<file path="src/common/memBusPkg.sv">
`default_nettype none

package memBusPkg;

    // Byte address as seen by the core. The controller keeps only the low
    // bits that reach the RAM.
    typedef logic [31:0] addrT;

    // One data word, little-endian in memory.
    typedef logic [31:0] dataT;

    // Access length in bytes. Only 1, 2 and 4 are used.
    typedef logic [2:0] lenT;

    // Hold-off vector from the controller. Bit 0 belongs to the fetch port
    // and bit 1 to the data port.
    typedef logic [1:0] waitT;

    // Which port the controller is serving.
    typedef enum logic {
        portFetch,
        portData
    } portIdxT;

    // Fetches always move a whole word.
    localparam lenT wordLen = 3'd4;

endpackage

`default_nettype wire

</file>
<file path="src/fetch/fetchPort.sv">
`timescale 1ns/1ps
`default_nettype none

module fetchPort (
    input  logic            clk,
    input  logic            rst,
    input  logic            rdy,
    input  logic            fetchEn,
    input  memBusPkg::addrT fetchAddr,
    input  logic            memWait,
    input  logic            memDone,
    input  memBusPkg::dataT memData,
    output logic            fetchReady,
    output logic            fetchDone,
    output memBusPkg::dataT fetchData,
    output logic            reqEn,
    output memBusPkg::addrT reqAddr
);

    logic occupied;

    assign fetchReady = rdy && !occupied;

    always_ff @(posedge clk) begin
        if (rst) begin
            occupied  <= 1'b0;
            reqEn     <= 1'b0;
            fetchDone <= 1'b0;
        end else if (rdy) begin
            fetchDone <= memDone;
            if (memDone) begin
                occupied <= 1'b0;
            end else if (fetchEn && !occupied) begin
                occupied <= 1'b1;
            end
            // Drop the request on the done cycle so the controller,
            // which is idle again by then, does not serve it twice.
            reqEn <= occupied && !memWait && !memDone;
        end
    end

    always_ff @(posedge clk) begin
        if (rdy) begin
            if (fetchEn && !occupied) begin
                reqAddr <= fetchAddr;
            end
            if (memDone) begin
                fetchData <= memData;
            end
        end
    end

endmodule

`default_nettype wire

</file>
<file path="config.mk">
export PLATFORM = sky130hd
export DESIGN_NAME = fetchPort
export DESIGN_NICKNAME = d
export VERILOG_FILES = /design/src/common/memBusPkg.sv /design/src/fetch/fetchPort.sv
export SDC_FILE = /design/constraint.sdc
export NUM_CORES = 1
export LEC_CHECK = 0
export BUFFER_PORTS_ARGS = -buffer_cell sky130_fd_sc_hd__buf_2
export CORE_UTILIZATION = 41
export DETAILED_ROUTE_END_ITERATION = 7
export PLACE_DENSITY = 0.75
export RECOVER_POWER = 50
export SLEW_MARGIN = 25
export SYNTH_ARGS = -nofsm -noshare
export SYNTH_HDL_FRONTEND = slang
export SYNTH_SLANG_ARGS = --single-unit
</file>
<file path="constraint.sdc">
create_clock -name clk -period 2 [get_ports clk]
set_clock_uncertainty 0.1 [all_clocks]
set_input_delay 0.1 -clock clk [delete_from_list [all_inputs] [get_ports clk]]
set_output_delay 0.1 -clock clk [all_outputs]
set_load 0.05 [all_outputs]
</file>
==> results.sh <==
export IMPL_timing_critical_path_cells="dlygate4sd3_1 -> buf_2 -> nand4bb_1 -> a21oi_1 -> dlygate4sd3_1"
export IMPL_grt_pass1_wl_um=8020
export IMPL_synthDominantAreaCellType="sky130_fd_sc_hd__edfxtp_1"
export IMPL_reg_clk_slew_reported_paths_ns=0.07
export IMPL_detail_route_vias_per_cell=4.29
export IMPL_postRouteAntennaNets=0
export IMPL_max_transition_margin_pct=57.9
export IMPL_wirelength_um=5640
export IMPL_timing_max_cap_violations=0
export IMPL_global_route_usage_total_pct=22.0
export IMPL_timing_final_setup_violations=0
export IMPL_critPathMaxFanout=3
export IMPL_cp_slowest_stage_delay_ns=0.56
export IMPL_finalWeightedCongestion=0.679
export IMPL_cts_made_buffers=9
export IMPL_numPortBuffers=136
export IMPL_floorplan_core_area_um2=4750
export IMPL_grt_ovfl_total=0
export IMPL_syn_to_final_growth_pct=81.8
export IMPL_drt_initial_drc_count=37
export IMPL_clock_sinks=67
export IMPL_timing_critical_path_arrival_ns=1.65
export IMPL_remaining_drc_errors=0
export IMPL_cp_start_kind="input port"
export IMPL_post_synth_main_area_contributors="sky130_fd_sc_hd__edfxtp_1 (94%), sky130_fd_sc_hd__dfxtp_1 (2.9%), sky130_fd_sc_hd__nand4bb_1 (0.55%), sky130_fd_sc_hd__a21oi_1 (0.49%), sky130_fd_sc_hd__mux2i_1 (0.49%)"
export IMPL_layout_nets=364
export IMPL_cpLargestDelayFamily="buffers and inverters"
export IMPL_finalMaxSlewViolations=0
export IMPL_number_of_buffers_on_the_longest_clock_path=2
export IMPL_timing_final_crit_share_pct=73.7
export IMPL_critical_path_n_buffers_inverters=3
export IMPL_max_vdd_ir_drop_uv=702
export IMPL_tritoncts="done"
export IMPL_post_cts_setup_buffers=0
export IMPL_worst_endpoint_required_ns=2.17
export IMPL_design_die_area_um2=5290
export IMPL_pin_count_of_the_biggest_net_entering_global_routing=34
export IMPL_timing_hold_violations_final=0
export IMPL_first_pass_iters=4
export IMPL_ys_warnings_count=0
export IMPL_clock_latency_ns=0.33
export IMPL_finalNonFillerCells=366
export IMPL_synth_enable_flop_cells=64
export IMPL_ys_dominant_reg_cell="sky130_fd_sc_hd__edfxtp_1"
export IMPL_timing_setup_critical_path_class="input port to flop"
export IMPL_total_leakage_power_nw=1.50
export IMPL_yosys_cell_count_top_type="sky130_fd_sc_hd__edfxtp_1"
export IMPL_syn_mean_instance_area_um2=26.6
export IMPL_chipHeight_um=72.7
export IMPL_ctsRootBufferMaster="sky130_fd_sc_hd__clkbuf_8"
export IMPL_antenna_violations_before_repair=0
export IMPL_rsz0062_at_grt="no"
export IMPL_cp_end_kind="flop"
export IMPL_routed_via_count=1570
export IMPL_timing_hold_worst_class="input port to flop"
export IMPL_final_min_clock_period_ns=1.47
export IMPL_netlist_top_cells_count="sky130_fd_sc_hd__edfxtp_1 (64), sky130_fd_sc_hd__dfxtp_1 (3), sky130_fd_sc_hd__a21oi_1 (2)"
export IMPL_synth_async_sr_flop_share_pct=0
export IMPL_hold_ws_ns=0.0415
export IMPL_initial_utilization_pct=43.2
export IMPL_dieWidth_um=72.7
export IMPL_dpl_cell_count=281
export IMPL_crit_path_frequent_cell="sky130_fd_sc_hd__dlygate4sd3_1"
export IMPL_sequential_element_share_of_the_synthesized_area_pct=96.6
export IMPL_timing_worst_slew_pin_value_ns=0.634
export IMPL_powerDensity_nw_per_um2=975
export IMPL_cts_htree_levels=3
export IMPL_placement_rows=25
export IMPL_vias_in_the_first_global_route=1672
export IMPL_outcome="complete, no violations"
export IMPL_synth_top_area_share_pct=93.7
export IMPL_ys_ff_latch=67
export IMPL_insertedDiodeCount=0
export IMPL_average_detailed_routed_wire_length_per_instance_um=15.4
export IMPL_timing_critical_path_slowest_stage_cell="sky130_fd_sc_hd__dlygate4sd3_1"
export IMPL_finalSetupTns_ns=0
export IMPL_post_synth_num_cell_types=11
export IMPL_post_synth_instance_area_um2=2050
export IMPL_synthCells=77
export IMPL_max_clock_freq_mhz=678
export IMPL_io_pins=137
export IMPL_syn_num_nets=147
export IMPL_drive_above_1_share_pct=38.5
-- layout make-up --
type	count	area (µm²)
clock buffer	9	124
clock inverter	7	140
fill	287	1020
multi-input combinational	10	71.3
sequential	67	1980
tap	67	83.8
timing repair buffer	206	1330
-- per-layer routing --
layer	GRT usage (%)	vias up	wire length, µm
met2	38.1	118	2720
met3	12.2	17	743
met5	0	-	0
met1	20.5	697	2000
met4	11.8	0	174
li1	-	738	-
-- report_power, final --
group	internal [mW]	switching [mW]
Clock	0.952	0.501
Combinational	0.178	0.359
Sequential	1.62	0.0225
-- flip-flops by register name (all words and copies together) (netlist names) --
signal,count
occupied,1
reqEn,1
fetchData,32
fetchDone,1
reqAddr,32
-- metrics by stage --
stage | setup slack, ns | cell area [µm²] | power, mW | utilization [%]
finish | 0.525 | 3730 | 3.64 | 78.4
global route | 0.472 | 3730 | 3.74 | 78.4
global placement | 0.584 | 2830 | 2.10 | 59.4
floorplan | 0.309 | 2050 | 1.96 | -
detailed placement | 0.563 | 2830 | 2.11 | 59.4
CTS | 0.554 | 3780 | 3.64 | 79.5
-- logic make-up after synthesis --
| group | after synthesis | share of synthesized area [%] |
|---|---|---|
| simple gates | 7 | 2.44 |
| mux | 1 | 0.488 |
| compound gates | 2 | 0.488 |
| flops | 67 | 96.6 |
-- final timing paths --
kind,endpoint,from,cells past startpoint,slack [ns]
max,reqEn$_SDFFE_PP0P_,memDone,5,0.53
min reg2reg,occupied$_SDFFE_PP0P_,occupied$_SDFFE_PP0P_,2,0.45
max reg2reg,reqAddr[11]$_DFFE_PP_,occupied$_SDFFE_PP0P_,3,0.55
min,occupied$_SDFFE_PP0P_,rdy,3,0.04
-- what timing repair did --
| action | 4_1_cts | 5_1_grt |
|---|---|---|
| resized for setup | 0 | 0 |
| hold buffers | 69 | 0 |
| endpoints found under the hold margin | 67 | 0 |
-- placed cells by master (no fill, tap or decap) --
cell type	count
sky130_fd_sc_hd__and2_4	1
sky130_fd_sc_hd__clkbuf_1	40
sky130_fd_sc_hd__buf_4	1
sky130_fd_sc_hd__dlygate4sd3_1	69
sky130_fd_sc_hd__clkbuf_8	9
sky130_fd_sc_hd__clkinv_4	1
sky130_fd_sc_hd__nand4bb_1	1
sky130_fd_sc_hd__a21oi_1	2
sky130_fd_sc_hd__clkinvlp_4	1
sky130_fd_sc_hd__clkinv_1	1
sky130_fd_sc_hd__mux2i_1	1
sky130_fd_sc_hd__and2_2	1
sky130_fd_sc_hd__nand2b_1	1
sky130_fd_sc_hd__nor3_1	1
sky130_fd_sc_hd__bufinv_16	4
sky130_fd_sc_hd__dfxtp_1	3
sky130_fd_sc_hd__edfxtp_1	64
sky130_fd_sc_hd__buf_2	96
sky130_fd_sc_hd__nor2_1	1
sky130_fd_sc_hd__and2b_2	1
-- worst register-to-register path, delay by kind of cell (launching register included) --
family	cells	cell delay, ns
simple gates	2	0.35
flops	1	0.33
buf+inv	1	0.33
Note: power is estimated with default switching activity, not from simulation.
