## src/common/memBusPkg.sv

```systemverilog
`default_nettype none

package memBusPkg;

    // Byte address as seen by the core. The controller keeps only the low
    // bits that reach the RAM.
    typedef logic [31:0] addrT;

    // One data word, little-endian in memory.
    typedef logic [31:0] dataT;

    // Access length in bytes. Only 1, 2 and 4 are used.
    typedef logic [2:0] lenT;

    // Hold-off vector from the controller. Bit 0 belongs to the fetch port
    // and bit 1 to the data port.
    typedef logic [1:0] waitT;

    // Which port the controller is serving.
    typedef enum logic {
        portFetch,
        portData
    } portIdxT;

    // Fetches always move a whole word.
    localparam lenT wordLen = 3'd4;

endpackage

`default_nettype wire

```

## src/memctrl/memController.sv

```systemverilog
`timescale 1ns/1ps
`default_nettype none

module memController #(
    parameter int ramAddrBits = 12
) (
    input  logic                   clk,
    input  logic                   rst,
    input  logic                   rdy,
    input  logic                   fReqEn,
    input  memBusPkg::addrT        fReqAddr,
    input  logic                   dReqEn,
    input  logic                   dReqWrite,
    input  memBusPkg::addrT        dReqAddr,
    input  memBusPkg::dataT        dReqData,
    input  memBusPkg::lenT         dReqLen,
    input  logic [7:0]             ramRdata,
    output memBusPkg::waitT        memWait,
    output logic                   fMemDone,
    output logic                   dMemDone,
    output memBusPkg::dataT        memData,
    output logic                   ramEn,
    output logic                   ramWe,
    output logic [ramAddrBits-1:0] ramAddr,
    output logic [7:0]             ramWdata
);
    import memBusPkg::*;

    typedef enum logic [1:0] {
        idle,
        transfer,
        finish
    } stateT;

    stateT                  state;
    portIdxT                grant;
    logic [ramAddrBits-1:0] baseAddr;
    lenT                    curLen;
    lenT                    byteCnt;
    logic                   isWrite;
    dataT                   shiftData;
    dataT                   word;
    dataT                   assembled;
    logic                   pendRead;
    logic [1:0]             pendIdx;
    logic                   accept;
    logic                   lastByte;

    // The data port has priority over the fetch port.
    assign accept   = (state == idle) && (dReqEn || fReqEn);
    assign lastByte = (byteCnt == lenT'(curLen - 3'd1));

    // The RAM is only touched on live cycles, so a stall leaves its read
    // register holding the byte that is still pending.
    assign ramEn    = (state == transfer) && rdy;
    assign ramWe    = ramEn && isWrite;
    assign ramAddr  = baseAddr + ramAddrBits'(byteCnt);
    assign ramWdata = shiftData[7:0];

    // A read issued last cycle lands in its byte lane of the word.
    always_comb begin
        assembled = word;
        if (pendRead) begin
            assembled[{pendIdx, 3'b000} +: 8] = ramRdata;
        end
    end

    always_ff @(posedge clk) begin
        if (rst) begin
            state    <= idle;
            memWait  <= '0;
            fMemDone <= 1'b0;
            dMemDone <= 1'b0;
            pendRead <= 1'b0;
            byteCnt  <= '0;
        end else if (rdy) begin
            fMemDone <= 1'b0;
            dMemDone <= 1'b0;
            pendRead <= 1'b0;
            case (state)
                idle: begin
                    if (accept) begin
                        state   <= transfer;
                        byteCnt <= '0;
                        memWait <= dReqEn ? waitT'(2'b10) : waitT'(2'b01);
                    end
                end
                transfer: begin
                    pendRead <= !isWrite;
                    byteCnt  <= byteCnt + 3'd1;
                    if (lastByte) begin
                        state <= finish;
                    end
                end
                finish: begin
                    fMemDone <= (grant == portFetch);
                    dMemDone <= (grant == portData);
                    memWait  <= '0;
                    state    <= idle;
                end
                default: state <= idle;
            endcase
        end
    end

    always_ff @(posedge clk) begin
        if (rdy) begin
            if (accept) begin
                word <= '0;
                if (dReqEn) begin
                    grant     <= portData;
                    baseAddr  <= dReqAddr[ramAddrBits-1:0];
                    curLen    <= dReqLen;
                    isWrite   <= dReqWrite;
                    shiftData <= dReqData;
                end else begin
                    grant     <= portFetch;
                    baseAddr  <= fReqAddr[ramAddrBits-1:0];
                    curLen    <= wordLen;
                    isWrite   <= 1'b0;
                    shiftData <= '0;
                end
            end
            if (state == transfer) begin
                word      <= assembled;
                pendIdx   <= byteCnt[1:0];
                shiftData <= shiftData >> 8;
            end
            if (state == finish) begin
                memData <= assembled;
            end
        end
    end

endmodule

`default_nettype wire

```

## config.mk

```make
export PLATFORM = sky130hd
export DESIGN_NAME = memController
export DESIGN_NICKNAME = d
export VERILOG_FILES = /design/src/common/memBusPkg.sv /design/src/memctrl/memController.sv
export SDC_FILE = /design/constraint.sdc
export NUM_CORES = 1
export LEC_CHECK = 0
export BUFFER_PORTS_ARGS = -buffer_cell sky130_fd_sc_hd__clkbuf_2
export CAP_MARGIN = 15
export CORE_UTILIZATION = 55
export DETAILED_ROUTE_END_ITERATION = 7
export PLACE_DENSITY = 0.9
export REMOVE_ABC_BUFFERS = 1
export SLEW_MARGIN = 25
export SYNTH_ARGS = -nofsm -noshare
export SYNTH_HDL_FRONTEND = slang
export SYNTH_SLANG_ARGS = --single-unit
```

## constraint.sdc

```tcl
create_clock -name clk -period 6.9 [get_ports clk]
set_input_delay 0.345 -clock clk [delete_from_list [all_inputs] [get_ports clk]]
set_output_delay 0.345 -clock clk [all_outputs]
set_load 0.02 [all_outputs]
```

==> results of run 1 <==
## registers in the layout, indices dropped and copies added, names as in the netlist
register   count
memWait        2
shiftData     32
word          32
pendIdx        2
byteCnt        3
memData       32
dMemDone       1
baseAddr      12
isWrite        1
pendRead       1
curLen         3
grant          1
state          2
fMemDone       1
## cell usage after synthesis, drive strengths merged (3+ instances only)
cell type / number / share of area (%)
nand2b: 4 / 0.59
nor2b: 6 / 0.68
mux2: 12 / 2.5
ha: 10 / 2.3
dfxtp: 10 / 3.6
nand2: 13 / 1.0
clkbuf: 5 / 0.36
nor2: 16 / 1.1
inv: 12 / 0.82
and3: 11 / 1.3
xnor2: 7 / 1.1
xor2: 5 / 0.80
a21oi: 8 / 0.73
and2: 37 / 4.2
buf: 20 / 2.2
nand3: 3 / 0.27
a22o: 54 / 8.6
edfxtp: 115 / 63
## stage by stage
stage	instance area (sq um)	cells	util, %	power (uW)
floorplan	5360	349	-	1000
global placement	6210	616	63.9	1050
detailed placement	6210	616	63.9	1060
CTS	6780	648	69.6	1890
global route	6780	648	69.6	1940
finish	6780	648	69.6	1870
## layout make-up
cell class                 count  area share, %
clock inverter                15           2.20
sequential                   125           53.9
inverter                      12          0.665
clock buffer                  17           6.11
tap                          133           2.46
multi-input combinational    212           24.6
timing repair buffer         134           10.0
## worst max-delay path: stages (launching register included)
cell and delay (ps):
dfxtp_1 450, ha_1 220, inv_1 60, fa_1 400, nor2b_1 200, o21a_1 210
nand3_1 110, xnor2_1 170, clkbuf_2 200
## power by group through the flow
stage	sequential [uW]	combinational [uW]	clock, uW
3_5_place_dp	910	153	0
6_report	895	153	826
2_1_floorplan	913	87.2	0
4_1_cts	895	155	842
3_3_place_gp	907	146	0
5_1_grt	899	168	876
## metal layers
layer  GRT usage (%)  share of wire, %  vias to the layer above
met4            7.58               1.5                        0
met1            24.4                40                     1718
met5               0                 0                        -
li1                -                 -                     1664
met2            37.1                52                      158
met3            8.69               6.5                       16
## cell families after synthesis
family | share of synthesized area (%)
mux | 2.64
xor+xnor | 2.34
flops | 66.5
buf+inv | 3.39
fa+ha+maj | 2.64
compound gates | 10.7
simple gates | 11.9
## worst paths after layout
kind / start / end / slack [ps] / cells after the start
worst max-delay path: byteCnt[0] / ramAddr[8] / 4040 / 8
worst min-delay path: dReqLen[2] / curLen[2] / 90 / 2
worst max register to register: pendIdx[0] / word[3] / 4590 / 5
worst min register to register: dMemDone / dMemDone / 480 / 2
==> results by group, run 1 <==
Run status
  – Status: finished clean

Power and ir drop
  – Reg power frac: 47.7%
  – Leakage: 0.00279 uW
  – Psw: 419 uW
  – Switching fraction of total power: 22.3%
  – Maximum vdd ir drop: 0.164 mV
  – PD cells: 277 mW/mm^2
  – Int Pwr: 1460 uW
  – Comb power frac: 8.2%
  – Share of power burned in the clock network: 44.1%

STA
  – Minimum clock period after layout: 2860 ps
  – Achievable Freq: 350 MHz
  – Final setup fails: 0
  – Clock Skew: 5.78 ps
  – Slew Viols, Final: 0
  – RSZ-0062 raised after global routing: false
  – Slew HR: 44.6%
  – Worst setup margin: 4040 ps
  – Hold_ws: 86.6 ps
  – Crit share post-route: 41.4%
  – Setup tns final: 0 ps
  – Slew at the pin closest to its max-slew limit: 831 ps
  – Fin. Hold Viols: 0

Final layout
  – N_diodes: 0
  – Final #Nets: 626
  – Area of the multi-input gates: 0.00167 sq mm
  – Most frequent cells in the layout: clkbuf_2 (130), edfxtp_1 (115), a22o_1 (54)
  – Sequential standard cell area: 0.00365 sq mm
  – Layout area overhead: 23.2%
  – Fillcell total: 694
  – Share of cells above drive strength 1: 36.1%
  – Most common cell after layout, fill and taps aside: clkbuf_2

Global routing
  – Grt ovf: 0
  – Antenna violations before repair: 0
  – Largest net degree at the start of global routing: 56
  – All-layer global routing usage: 21.6%
  – First-pass GRT wire length: 16400 um
  – Vias in the first global route: 3479

Hold path
  – Min-Delay Path Class: primary input to flip-flop

Drt
  – DRC: 0
  – Drt first pass iters: 4
  – Routed vias/inst: 5.49
  – Iter 0 DRT Violations: 150
  – DRT Wirelength: 10400 um
  – Post-DRT Antenna Nets: 0
  – WL/cell: 16.1 um
  – Via count: 3556

Run
  – Max-capacitance violation count: 0

Clocking
  – CTS clock-pin slew for the worst setup and hold paths: 60 ps
  – CTS tree: built
  – # resized after CTS: 0
  – Hold-fix buffers, CTS: 0
  – Clock sinks: 125
  – Num CTS Buffers: 17
  – Max clock buf depth: 2
  – Root buffer cell: clkbuf_8
  – H-tree Lvls: 4
  – Clk_lat worst skew: 510 ps
  – Postcts setup bufs: 0

Die
  – Placeable Area: 0.00973 sq mm
  – Die ar.: 0.0104 sq mm
  – Die W: 102 um
  – Die Span Y: 102 um
  – Io pins: 171
  – Initial core utilization: 56.5%
  – Rows: 36

Setup path
  – Crit Path Max Fanout: 6
  – WS Path Type: flip-flop to output port
  – CP Data Arrival Time: 2510 ps
  – CP Launch Type: flip-flop
  – Worst setup EP type: output port
  – Worst path required time: 6550 ps

Logic synthesis
  – Yosys warning count: 0
  – Seq cells post-synth: 125
  – Asr flop ratio synth: 0%
  – Post-Syn Instances: 374
  – Post-synthesis cell area: 0.00550 sq mm
  – Prevailing post-synth register cell: edfxtp_1
  – Post-synth EDFFs: 115
  – Register area share after synthesis: 66.5%
  – Distinct cells, synth: 47
  – Mapped Avg Cell Area: 14.7 sq um

Placement
  – Placer Congestion: 0.743
  – Port Buffer Count: 130
  – DP HPWL: 7220 um
  – Worst slack, placed: 4520 ps
No activity file was read; power rests on OpenSTA's default activity.
==> run 2: changes to the inputs <==
- ABC_AREA: unset -> 1
- CORE_UTILIZATION: 55 -> 47
- PLACE_DENSITY: 0.9 -> 0.82
- clock period: 6.9 -> 2.35 ns (I/O delays scaled with it)
==> run 2 against run 1 <==
Net effect:
- design area is 13% higher
- core utilization is 5.4 points lower
- worst setup slack worse by 4000 ps
- via count is 33% higher
- register-to-register slack worse by 4100 ps
- flip-flop and latch count stayed put
- area after synthesis is 4.7% higher
- final cell count is 42% higher
- global-route usage is 2.8 points higher
- clock power grew to 3.0 times the previous value
- clock skew is 1.3 ps higher
- critical endpoint is now ramAddr[6]
- largest cell class unchanged
==> results by group, run 2 <==
Run status
  – Status: finished clean

Setup path
  – WS Path Type: flip-flop to output port
  – Worst r2r path cells: 7
  – CP Data Arrival Time: 2190 ps
  – Crit Path Max Fanout: 2
  – Worst r2r dst: word[2]
  – Worst setup EP type: output port
  – Reg2reg start: pendIdx[0]
  – Worst path required time: 2230 ps
  – CP Launch Type: flip-flop
  – R2r setup slk: 500 ps

Power and ir drop
  – Comb power frac: 12.0%
  – Maximum vdd ir drop: 0.489 mV
  – Int Pwr: 4320 uW
  – Psw: 1480 uW
  – Total power: 5790 uW
  – Share of power burned in the clock network: 42.2%
  – Reg power frac: 45.9%
  – Leakage: 0.00358 uW
  – PD cells: 754 mW/mm^2
  – Switching fraction of total power: 25.5%

STA
  – Slew HR: 62.7%
  – Fin. Hold Viols: 0
  – Minimum clock period after layout: 2310 ps
  – Final setup fails: 0
  – Slew at the pin closest to its max-slew limit: 559 ps
  – Slew Viols, Final: 0
  – Crit share post-route: 98.4%
  – Achievable Freq: 432 MHz
  – Clock Skew: 7.09 ps

Drt
  – Drt first pass iters: 7
  – Iter 0 DRT Violations: 325
  – Post-DRT Antenna Nets: 0
  – Routed vias/inst: 5.13
  – DRT Wirelength: 14900 um
  – DRC: 0
  – Via count: 4728
  – WL/cell: 16.2 um

Clocking
  – Clk_lat worst skew: 430 ps
  – Max clock buf depth: 2
  – CTS clock-pin slew for the worst setup and hold paths: 60 ps
  – Clock sinks: 125
  – CTS tree: built
  – H-tree Lvls: 4
  – Root buffer cell: clkbuf_16
  – Num CTS Buffers: 17

Logic synthesis
  – Register area share after synthesis: 63.5%
  – Synth top area cells: edfxtp_1 (60%), nand2_1 (11%), inv_1 (6.3%), dfxtp_1 (3.5%), nand3_1 (3.0%)
  – Asr flop ratio synth: 0%
  – Prevailing post-synth register cell: edfxtp_1
  – Yosys top cell by area: edfxtp_1
  – Mapped Avg Cell Area: 10.0 sq um
  – Most numerous cell in the Yosys netlist: nand2_1
  – Area fraction of the dominant cell type after synthesis: 60.0%
  – Top cells by count, synth: nand2_1 (166), edfxtp_1 (115), inv_1 (97)
  – Post-synthesis cell area: 0.00576 sq mm
  – Post-Syn Instances: 573
  – Post-synth EDFFs: 115
  – Yosys warning count: 0
  – Distinct cells, synth: 29
  – Seq cells post-synth: 125

Global routing
  – Largest net degree at the start of global routing: 44
  – All-layer global routing usage: 24.3%
  – Met3 Use GR: 6.91%
  – Grt met2 use: 42.6%
  – Grt ovf: 0
  – M1 GR Usage: 26.8%
  – First-pass GRT wire length: 23100 um
  – Global route hottest layer: met2
  – Antenna violations before repair: 0
  – Vias in the first global route: 4764

Die
  – Io pins: 171
  – Rows: 40
  – Die Span Y: 113 um
  – Die ar.: 0.0127 sq mm
  – Initial core utilization: 48.1%
  – Placeable Area: 0.0120 sq mm
  – Die W: 113 um

Run
  – Max-capacitance violation count: 0

Final layout
  – Most common cell after layout, fill and taps aside: nand2_1
  – Final core utilization: 64.3%
  – Layout area overhead: 33.6%
  – Share of cells above drive strength 1: 25.9%
  – Most frequent cells in the layout: nand2_1 (164), clkbuf_2 (127), edfxtp_1 (115)
  – Largest regs: memData x32, shiftData x32, word x32
  – Fillcell total: 835
  – N_diodes: 0
  – Final #Nets: 886

Placement
  – DP HPWL: 7930 um
  – Port Buffer Count: 130
  – Placer Congestion: 0.814

Hold path
  – Hold_sp: dReqData[15]
  – Hold path cells: 3
  – Min-Delay Path Class: primary input to flip-flop
  – WHS Endpoint: shiftData[15]
-- run 2: logic make-up (layout without fill, tap and decap cells) --
logic type / after synthesis / count (layout) / synth area share (%)
AO/OA/AOI/OAI: 43 / 43 / 4.28
AND/OR/NAND/NOR: 258 / 258 / 19.1
flip-flops: 125 / 125 / 63.5
buffers and inverters: 125 / 327 / 8.91
XOR/XNOR: 11 / 11 / 1.67
adder cells (fa/ha/maj): 11 / 11 / 2.52
-- run 2: routing by layer --
layer | routed length [um] | part of all wire, % | vias up
met2 | 7540 | 51 | 280
li1 | - | - | 2240
met3 | 1160 | 7.8 | 56
met5 | 0 | 0 | -
met4 | 496 | 3.3 | 0
met1 | 5720 | 38 | 2152
-- run 2: what timing repair did --
item | CTS | global route
resized for setup | 5 | 15
setup endpoints to repair | 3 | 3
hold endpoints to repair | 43 | 0
hold buffers | 51 | 0
buffers inserted | 0 | 4
pin swaps | 1 | 2
-- run 2: how the worst max path moves through the flow --
stage / from / endpoint / slack [ps]
2_1_floorplan: state[0] / shiftData[0] / -1460
3_3_place_gp: byteCnt[0] / ramAddr[10] / 370
3_5_place_dp: byteCnt[0] / ramAddr[10] / 310
4_1_cts: byteCnt[0] / ramAddr[10] / 60
5_1_grt: baseAddr[0] / ramAddr[6] / -70
6_report: baseAddr[0] / ramAddr[6] / 40
-- run 2: final cells by class --
type / count / area [sq um] / share of cell area [%]
clock inverters: 13 / 120 / 1.56
repair buffers: 194 / 1270 / 16.5
inverters: 101 / 383 / 4.98
flip-flops and latches: 125 / 3660 / 47.6
multi-input cells: 323 / 1640 / 21.3
well taps: 147 / 184 / 2.39
clock buffers: 19 / 433 / 5.63
-- run 2: stage by stage --
step	instances	setup slack (ps)	hold slack, ps	area, sq um	TNS (ps)
after floorplan	549	-1460	187	5630	-123810
after global placement	835	375	380	6540	0
after detailed placement	835	312	382	6540	0
after CTS	918	57.4	1.88	7610	0
after global routing	922	-71.1	7.93	7690	-152
final	922	37.7	5.86	7690	0
-- run 2: critical path, stage by stage, from the launching register on --
cell      delay (ps)
edfxtp_1         390
ha_4             160
inv_2             40
fa_2             350
inv_2             70
nand2_1           60
nand2_1           80
nand2_2           70
nor2_2           130
nand2_1           90
xor2_1           170
buf_4            170
-- run 2: power by group through the flow --
stage	combinational [uW]	sequential, uW	clock [uW]
after floorplan	329	2710	0
after global placement	554	2690	0
after detailed placement	570	2700	0
after CTS	649	2650	2430
after global routing	760	2670	2560
final	694	2660	2440
